[src/source/nocPkg.sv]
package nocPkg;

  // one output channel fed by five mesh inputs.
  localparam int numPorts = 5;

  localparam int flitWidth   = 16;
  localparam int flitIdWidth = 3;
  localparam int lengthWidth = 12; // low bits of a header word.

  // flit id codes.
  localparam logic [flitIdWidth-1:0] flitHeader = 3'd1;
  localparam logic [flitIdWidth-1:0] flitBody   = 3'd2;
  localparam logic [flitIdWidth-1:0] flitTail   = 3'd3;

  // array index of each input, also the rotation order.
  typedef enum logic [2:0]
  {
    portLocal = 3'd0,
    portNorth = 3'd1,
    portEast  = 3'd2,
    portWest  = 3'd3,
    portSouth = 3'd4
  } portIdx_e;

endpackage

[src/source/arbPkg.sv]
package arbPkg;

  import nocPkg::*;

  // one-hot, bit i+1 owns port i.
  typedef enum logic [5:0]
  {
    stIdle  = 6'b000001,
    stLocal = 6'b000010,
    stNorth = 6'b000100,
    stEast  = 6'b001000,
    stWest  = 6'b010000,
    stSouth = 6'b100000
  } arbState_e;

  localparam int countWidth = lengthWidth; // counter reaches any length value.

endpackage

[src/source/grantTimer.sv]
module grantTimer
  import nocPkg::*, arbPkg::*;
(
  input  logic                   clk,
  input  logic                   rst,
  input  logic [flitIdWidth-1:0] flitId,
  input  logic [lengthWidth-1:0] length,
  input  logic                   runTimer,
  output logic                   timesUp
);

  logic [countWidth-1:0] limit;
  logic [countWidth-1:0] count;

  // any header on this input sets the limit, granted or not.
  always_ff @(posedge clk)
  begin
    if (rst)
    begin
      limit <= '0;
    end
    else if (flitId == flitHeader)
    begin
      limit <= length;
    end
  end

  always_ff @(posedge clk)
  begin
    if (rst)
    begin
      count <= '0;
    end
    else if (runTimer)
    begin
      count <= count + 1'b1; // owner kept the channel another cycle.
    end
    else
    begin
      count <= '0;
    end
  end

  assign timesUp = (count == limit);

endmodule

[src/source/outputStage.sv]
module outputStage
  import nocPkg::*;
(
  input  logic                   clk,
  input  logic                   rst,
  input  logic [numPorts-1:0]    grant,
  input  logic                   req      [numPorts],
  input  logic [flitIdWidth-1:0] flitId   [numPorts],
  input  logic [flitWidth-1:0]   flitData [numPorts],
  output logic                   outValid,
  output portIdx_e               outPort,
  output logic [flitIdWidth-1:0] outFlitId,
  output logic [flitWidth-1:0]   outData
);

  portIdx_e sel;
  logic     selActive;

  // grant is one-hot, so at most one index matches.
  always_comb
  begin
    sel = portLocal;
    selActive = 1'b0;
    for (int i = 0; i < numPorts; i++)
    begin
      if (grant[i])
      begin
        sel = portIdx_e'(i);
        selActive = req[i]; // owner still has a flit up.
      end
    end
  end

  always_ff @(posedge clk)
  begin
    if (rst)
    begin
      outValid <= 1'b0;
    end
    else
    begin
      outValid <= selActive;
    end
  end

  always_ff @(posedge clk)
  begin
    outPort <= sel;
    outFlitId <= flitId[sel];
    outData <= flitData[sel];
  end

endmodule

[src/source/routerOutputPort.sv]
module routerOutputPort
  import nocPkg::*;
(
  input  logic                   clk,
  input  logic                   rst,
  input  logic                   req      [numPorts],
  input  logic [flitIdWidth-1:0] flitId   [numPorts],
  input  logic [flitWidth-1:0]   flitData [numPorts],
  output logic                   outValid,
  output portIdx_e               outPort,
  output logic [flitIdWidth-1:0] outFlitId,
  output logic [flitWidth-1:0]   outData
);

  logic [numPorts-1:0] grant; // one-hot owner, zero when idle.

  switchArbiter u_switchArbiter
  (
    .clk      (clk),
    .rst      (rst),
    .req      (req),
    .flitId   (flitId),
    .flitData (flitData),
    .grant    (grant)
  );

  // one register stage after the grant.
  outputStage u_outputStage
  (
    .clk       (clk),
    .rst       (rst),
    .grant     (grant),
    .req       (req),
    .flitId    (flitId),
    .flitData  (flitData),
    .outValid  (outValid),
    .outPort   (outPort),
    .outFlitId (outFlitId),
    .outData   (outData)
  );

endmodule

[src/source/switchArbiter.sv]
module switchArbiter
  import nocPkg::*, arbPkg::*;
(
  input  logic                   clk,
  input  logic                   rst,
  input  logic                   req      [numPorts],
  input  logic [flitIdWidth-1:0] flitId   [numPorts],
  input  logic [flitWidth-1:0]   flitData [numPorts],
  output logic [numPorts-1:0]    grant
);

  arbState_e           state;
  arbState_e           nextState;
  portIdx_e            owner;
  logic                ownerValid;
  logic [numPorts-1:0] runTimer;
  logic [numPorts-1:0] timesUp;

  // state that owns port p.
  function automatic arbState_e portState(input int p);
    return arbState_e'(6'b000010 << p);
  endfunction

  for (genvar i = 0; i < numPorts; i++)
  begin : genTimer
    grantTimer u_grantTimer
    (
      .clk      (clk),
      .rst      (rst),
      .flitId   (flitId[i]),
      .length   (flitData[i][lengthWidth-1:0]),
      .runTimer (runTimer[i]),
      .timesUp  (timesUp[i])
    );
  end

  always_ff @(posedge clk)
  begin
    if (rst)
    begin
      state <= stIdle;
    end
    else
    begin
      state <= nextState;
    end
  end

  // which port the current state owns, if any.
  always_comb
  begin
    owner = portLocal;
    ownerValid = 1'b0;
    for (int i = 0; i < numPorts; i++)
    begin
      if (state[i + 1])
      begin
        owner = portIdx_e'(i);
        ownerValid = 1'b1;
      end
    end
  end

  always_comb
  begin : nextLogic
    int   cand;
    logic found;

    nextState = stIdle;
    runTimer = '0;
    found = 1'b0;
    cand = 0;
    if (!ownerValid)
    begin
      // from idle the lowest index wins.
      for (int k = 0; k < numPorts; k++)
      begin
        if (!found && req[k])
        begin
          nextState = portState(k);
          found = 1'b1;
        end
      end
    end
    else if (req[owner] && !timesUp[owner])
    begin
      nextState = state;
      runTimer[owner] = 1'b1; // owner keeps its share.
    end
    else
    begin
      // search after the owner, owner itself comes last.
      for (int k = 1; k <= numPorts; k++)
      begin
        cand = (int'(owner) + k) % numPorts;
        if (!found && req[cand])
        begin
          nextState = portState(cand);
          found = 1'b1;
        end
      end
    end
  end

  assign grant = state[numPorts:1]; // zero while idle.

endmodule

[config.mk]
export PLATFORM = sky130hd
export DESIGN_NAME = routerOutputPort
export DESIGN_NICKNAME = d
export VERILOG_FILES = /design/src/source/nocPkg.sv /design/src/source/arbPkg.sv /design/src/source/grantTimer.sv /design/src/source/outputStage.sv /design/src/source/routerOutputPort.sv /design/src/source/switchArbiter.sv
export SDC_FILE = /design/constraint.sdc
export NUM_CORES = 1
export LEC_CHECK = 0
export BUFFER_PORTS_ARGS = -buffer_cell sky130_fd_sc_hd__buf_2
export CORE_MARGIN = 2
export CORE_UTILIZATION = 45
export DETAILED_ROUTE_END_ITERATION = 6
export PLACE_DENSITY = 0.76
export SETUP_SLACK_MARGIN = 0.05
export SLEW_MARGIN = 25
export SYNTH_ARGS = -nofsm -noshare
export SYNTH_HDL_FRONTEND = slang
export SYNTH_SLANG_ARGS = --single-unit
[constraint.sdc]
create_clock -name clk -period 5.75 [get_ports clk]
set_clock_uncertainty 0.1 [all_clocks]
set_input_delay 0 -clock clk [delete_from_list [all_inputs] [get_ports clk]]
set_output_delay 0 -clock clk [all_outputs]
set_load 0.05 [all_outputs]
Word level (Yosys, flattened, before mapping)
Index checks and enable logic that the tools add are counted.

Register bits: 149. Bits of input ports: 102. Word-level logic and storage cells: 165.

Add/subtract/negate cells: 10. Divide/modulo/power cells: 5. $lt $le $gt $ge: 8. Equality and inequality tests: 11. Shift operators: 5. Multiplexer cells: 76. Bitwise operators: 11. Reduce and logical (&&, ||, !) cells: 24.

Operators by type and width (number): $ge A32 B4 Y1 const B (5); $mod A32 B4 Y32 const B (5); $not A32 Y32 (5); $shl A2 B32 Y6 const A (5); $add A12 B1 Y12 const B (5); $eq A12 B12 Y1 (5); $bmux W16 S3 (1); $mux W6 (8); $mux W1 (45); $mux W16 (2); $bmux W1 S3 (7); $eq A3 B1 Y1 const B (5); $mux W5 (3); $mux W3 (4); $logic_and A1 B1 Y1 (10); $reduce_or A2 Y1 (5); $bmux W3 S3 (1); $logic_not A1 Y1 (9); $add A3 B2 Y4 const B (2); $add A3 B3 Y4 const B (2); $mux W2 (3); $not A1 Y1 (5); $add A3 B1 Y4 const B (1); $ge A4 B4 Y1 const B (1); other kinds (6) (6).

Logic depth before layout (Yosys ltp)
Word-level depth: 33. Depth in mapped cells: 18.

By module
Synthesis repeated with hierarchy kept, for this count alone.

Cell total of the unflattened synthesis: 880. Area total of the unflattened synthesis: 7847.5 sq um.

By module, submodules not included: grantTimer (instances 5, cells each 113, area an instance 1073.5 sq um); outputStage (instances 1, cells each 153, area an instance 1386.3 sq um); switchArbiter (instances 1, cells each 162, area an instance 1093.5 sq um).

Least setup slack after synthesis
Ideal clock, no wire load.

Path type: register to register. Start: reg u_switchArbiter.state[4]. End: reg u_switchArbiter.state[3]. Arrival time: 3.632 ns. Path slack: 1.899 ns. Stages on the path, launching flop included: 19. Buffers on the path: 5. Clock period less this slack: 3.851 ns. Path through: dfxtp_1 -> clkbuf_1 -> o21ai_1 -> inv_2 -> clkbuf_1 -> clkbuf_1 -> ha_1 -> inv_1 -> ha_1 -> clkbuf_1 -> nand2b_1 -> o211ai_1 -> a31oi_1 -> a311oi_1 -> clkbuf_1 -> nor2_1 -> a221oi_1 -> o31ai_1 -> o2bb2ai_1.

Word-level cells in the longest chain between the ends: 31.

RTL lines: start: declaration (line switchArbiter.sv:12) `arbState_e state;`; start signal: assignment (line switchArbiter.sv:41) `state <= stIdle;`; start signal: assignment (line switchArbiter.sv:45) `state <= nextState;`; $mux W2 *; $mux W3 *; via u_outputStage.sel[0] (line outputStage.sv:16) `portIdx_e sel;`; $add A3 B1 Y4 (line switchArbiter.sv:95) `cand = (int'(owner) + k) % numPorts;`; $mod A32 B4 Y32 (line switchArbiter.sv:95); $not A32 Y32 (not written as such) (line switchArbiter.sv:96) `if (!found && req[cand])`; $bmux W1 S3 (line switchArbiter.sv:96); $mux W1 (not written as such) (2 in a row) (line switchArbiter.sv:96); (+15 left out); $mux W1 (line switchArbiter.sv:96); $mux W1 (line switchArbiter.sv:85) `else if (req[owner] && !timesUp[owner])`; $mux W1 (line switchArbiter.sv:73) `if (!ownerValid)`; $logic_not A1 Y1 (line switchArbiter.sv:96); $logic_and A1 B1 Y1 (line switchArbiter.sv:96); $mux W6 (line switchArbiter.sv:96); $mux W6 (line switchArbiter.sv:85); $mux W6 (line switchArbiter.sv:73).

The timed path passes the listed nets; every way through them passes the cells marked *. The select of a mux whose other input is x is not followed. A chain may end at the register's enable or synchronous reset.

Worst setup path in the final report
Start: reg u_switchArbiter.state[4]. End: reg u_switchArbiter.state[2].

Same word-level chain as after synthesis.

==> impl_metrics.py <==
metrics = {
    "synthesis": {
        "synth-seq-area-share_pct": 38.7,
        "synth_nets": 1036,
        "synthAdderAreaFrac_pct": 2.29,
        "syn-instance-count": 920,
        "synthTopCellsByArea": "dfxtp_1, mux2i_1, nor2_1",
        "ys_types": 64,
        "synth-main-ff-cell": "dfxtp_1",
        "synth-edff-count": 0,
        "synth_mux_area_share_pct": 9.73,
        "yosys_register_bits": 148,
        "yosysTopAreaCell": "dfxtp_1",
        "synthSimpleGateAreaFrac_pct": 23.1,
        "synth.yosys.warnings": 0,
        "synth_compound_area_share_pct": 9.71,
        "ys_async_sr_fraction_pct": 0,
        "netlist.area_leader.share_pct": 38.7,
        "ys_top_cells_by_count": "nor2_1, dfxtp_1, nand2_1",
        "synth_top_family_by_area": "simple AND/OR/NAND/NOR gates",
        "syn_area_per_cell_um2": 8.32,
        "synth_area_um2": 7650,
        "synthXorXnorAreaFrac_pct": 12.8,
        "yosysMostFrequentCell": "nor2_1",
    },
    "setup_path": {
        "path_max_fanout": 22,
        "reg2regPathDepth": 15,
        "start_kind": "flip-flop",
        "critPathArrivalTime_ns": 4.52,
        "path_class": "flip-flop to flip-flop",
        "r2r_slack_ns": 1.47,
        "worstSetupEndpointType": "flip-flop",
        "required_ns": 5.99,
        "r2r_start": "u_switchArbiter.state[4]",
        "r2r_end": "u_switchArbiter.state[2]",
    },
    "sta": {
        "setup_violations": 0,
        "rsz0062_at_grt": "false",
        "period_needed_ns": 4.28,
        "finalMaxSlewViolations": 0,
        "hold_viol": 0,
        "period_share_pct": 74.5,
        "relSlewSlack_pct": 47.5,
        "fin_tns_setup_ns": 0,
        "worst_slew_pin_slew_ns": 0.788,
        "max_clock_freq_mhz": 233,
    },
    "hold_path": {
        "worstHoldStart": "req[4]",
        "holdPathEnd": "u_switchArbiter.state[1]",
        "hold-path-cell-count": 3,
        "hold_path_class": "primary input to flip-flop",
    },
    "die": {
        "fp-row-count": 47,
        "core_um2": 16600,
        "die_h_um": 134,
        "die-area_um2": 18100,
        "die_w_um": 134,
        "io_pins": 125,
        "initial_utilization_pct": 46.1,
    },
    "clock_network": {
        "cts_tree": "built",
        "path_clk_slew_ns": 0.06,
        "cts.sinks": 148,
        "cts.repair.resized": 0,
        "cts_max_path_buffers": 2,
        "cts_root_buf": "clkbuf_16",
        "cts_buffers": 17,
        "postCtsSetupBuffers": 0,
        "htreeDepth": 4,
        "clkLatencyLatePin_ns": 0.43,
    },
    "placed_design": {
        "finalWeightedCongestion": 0.944,
        "hpwl_mm": 15.7,
        "portBuffers": 124,
    },
    "routing": {
        "post_drt_wl_per_cell_um": 17.6,
        "routed_via_density": 5.51,
        "ant_nets": 0,
        "num_vias": 7472,
        "dr.first_iter.drc_count": 621,
        "drc": 0,
        "wirelength_mm": 23.9,
        "drt_first_pass_iters": 5,
    },
    "global_routing": {
        "grt_max_degree": 70,
        "antenna_found_initial": 1,
        "gr-usage-all-layers_pct": 26.7,
        "first_global_vias": 7335,
        "grt_pass1_wl_mm": 37.7,
        "grt_overflow": 0,
    },
    "run": {
        "cap_viol_max_count": 0,
    },
    "pwr": {
        "max-vdd-ir-drop_mv": 0.321,
        "power_leakage_nw": 3.88,
        "total_power_mw": 4.47,
        "cellPowerDensity_nw_per_um2": 443,
    },
    "final_layout": {
        "synthToLayoutAreaGrowth_pct": 31.8,
        "final_layout_size_suffix_gt1_share_pct": 16.8,
        "finalNetCount": 1240,
        "n_antenna_cell": 0,
    },
    "run_status": {
        "status": "complete, no violations",
    },
}
metal layers:
metal | part of all wire, % | GRT usage, % | up-vias
met1 | 42 | 33.1 | 3491
met3 | 6.9 | 5.71 | 102
met4 | 5.4 | 16.0 | 0
li1 | - | - | 3536
met2 | 45 | 42.5 | 343
met5 | 0 | 0 | -
power breakdown:
group          total, mW  switching (mW)  internal, mW
logic               2.09            1.34         0.750
registers           1.20          0.0558          1.14
clock network       1.18           0.452         0.727
worst max-delay path by stage:
stage	from	end	cells after the start	slack (ns)
finish	u_switchArbiter.state[4]	u_switchArbiter.state[2]	15	1.47
global route	u_switchArbiter.state[4]	u_switchArbiter.state[5]	15	1.13
CTS	u_switchArbiter.state[4]	u_switchArbiter.state[5]	15	1.54
detailed placement	u_switchArbiter.state[4]	u_switchArbiter.state[5]	15	1.56
global placement	u_switchArbiter.state[4]	u_switchArbiter.state[4]	15	1.73
floorplan	u_switchArbiter.state[4]	u_switchArbiter.state[3]	18	1.90
layout by cell type (no fill, tap or decap), drive strengths merged, types with 3 or more instances in the layout:
master | Yosys | routed
nor2 | 164 | 164
dfxtp | 148 | 148
buf | 18 | 135
dlygate4sd3 | 0 | 103
nand2 | 94 | 94
xnor2 | 70 | 70
mux2i | 62 | 62
xor2 | 42 | 42
a21oi | 42 | 42
nand3 | 40 | 40
o21ai | 40 | 40
nand4 | 23 | 23
clkbuf | 35 | 20
ha | 14 | 14
inv | 12 | 14
and3 | 12 | 12
nor4 | 12 | 12
mux2 | 11 | 11
nor3 | 11 | 11
nor3b | 8 | 8
nand2b | 7 | 7
a31oi | 5 | 5
a211oi | 5 | 5
clkinvlp | 0 | 4
bufinv | 0 | 4
o31ai | 4 | 4
a221oi | 3 | 3
stage by stage:
step                setup WS [ns]  hold WS [ns]  std cells  utilization [%]  area [um^2]
floorplan                    1.90       0.00862        920                -         7650
finish                       1.47        0.0336       1356             60.8        10100
detailed placement           1.56         0.111       1222             50.9         8440
global placement             1.73         0.105       1222             50.9         8430
global route                 1.13        0.0705       1356             60.8        10100
CTS                          1.54       0.00332       1356             60.8        10100
cell type report:
| cell class | instances | area (um^2) |
|---|---|---|
| Fill cell | 1377 | 6500 |
| Inverter | 13 | 48.8 |
| Timing Repair Buffer | 238 | 1730 |
| Multi-Input combinational cell | 706 | 4450 |
| Sequential cell | 148 | 2960 |
| Clock inverter | 11 | 176 |
| Tap cell | 220 | 275 |
| Clock buffer | 20 | 437 |
cell families (layout without fill, tap and decap cells):
kind of cell | count (synthesis) | after routing
multiplexers | 73 | 73
adder cells (fa/ha/maj) | 14 | 14
other | 1 | 1
AO/OA/AOI/OAI | 122 | 122
buffers and inverters | 66 | 282
AND/OR/NAND/NOR | 384 | 384
XOR/XNOR | 112 | 112
flip-flops | 148 | 148
state kept, by name, indices dropped and copies added, names as in the netlist:
name / cells
u_switchArbiter.genTimer.u_grantTimer.limit: 60
u_switchArbiter.state: 5
u_switchArbiter.genTimer.u_grantTimer.count: 60
u_outputStage.outValid: 1
u_outputStage.outPort: 3
u_outputStage.outData: 16
u_outputStage.outFlitId: 3
worst max-delay path, cell delays in order (launching register included):
cell and delay (ns):
dfxtp_1 0.65, buf_4 0.35, nor2_1 0.11, nor2_1 0.31, ha_1 0.28, inv_1 0.10, ha_1 0.42, nand2b_1 0.16
o211ai_1 0.10, a31oi_1 0.18, a311oi_1 0.07, buf_4 0.19, nand4bb_4 0.25, nor4_4 0.52, a2111oi_1 0.11, a311oi_1 0.26
timing repair:
item                                   4_1_cts  5_1_grt
endpoints found under the hold margin       84        0
setup endpoints to repair                    0        0
hold buffers                               103        0
(Power assumes the default switching activity.)
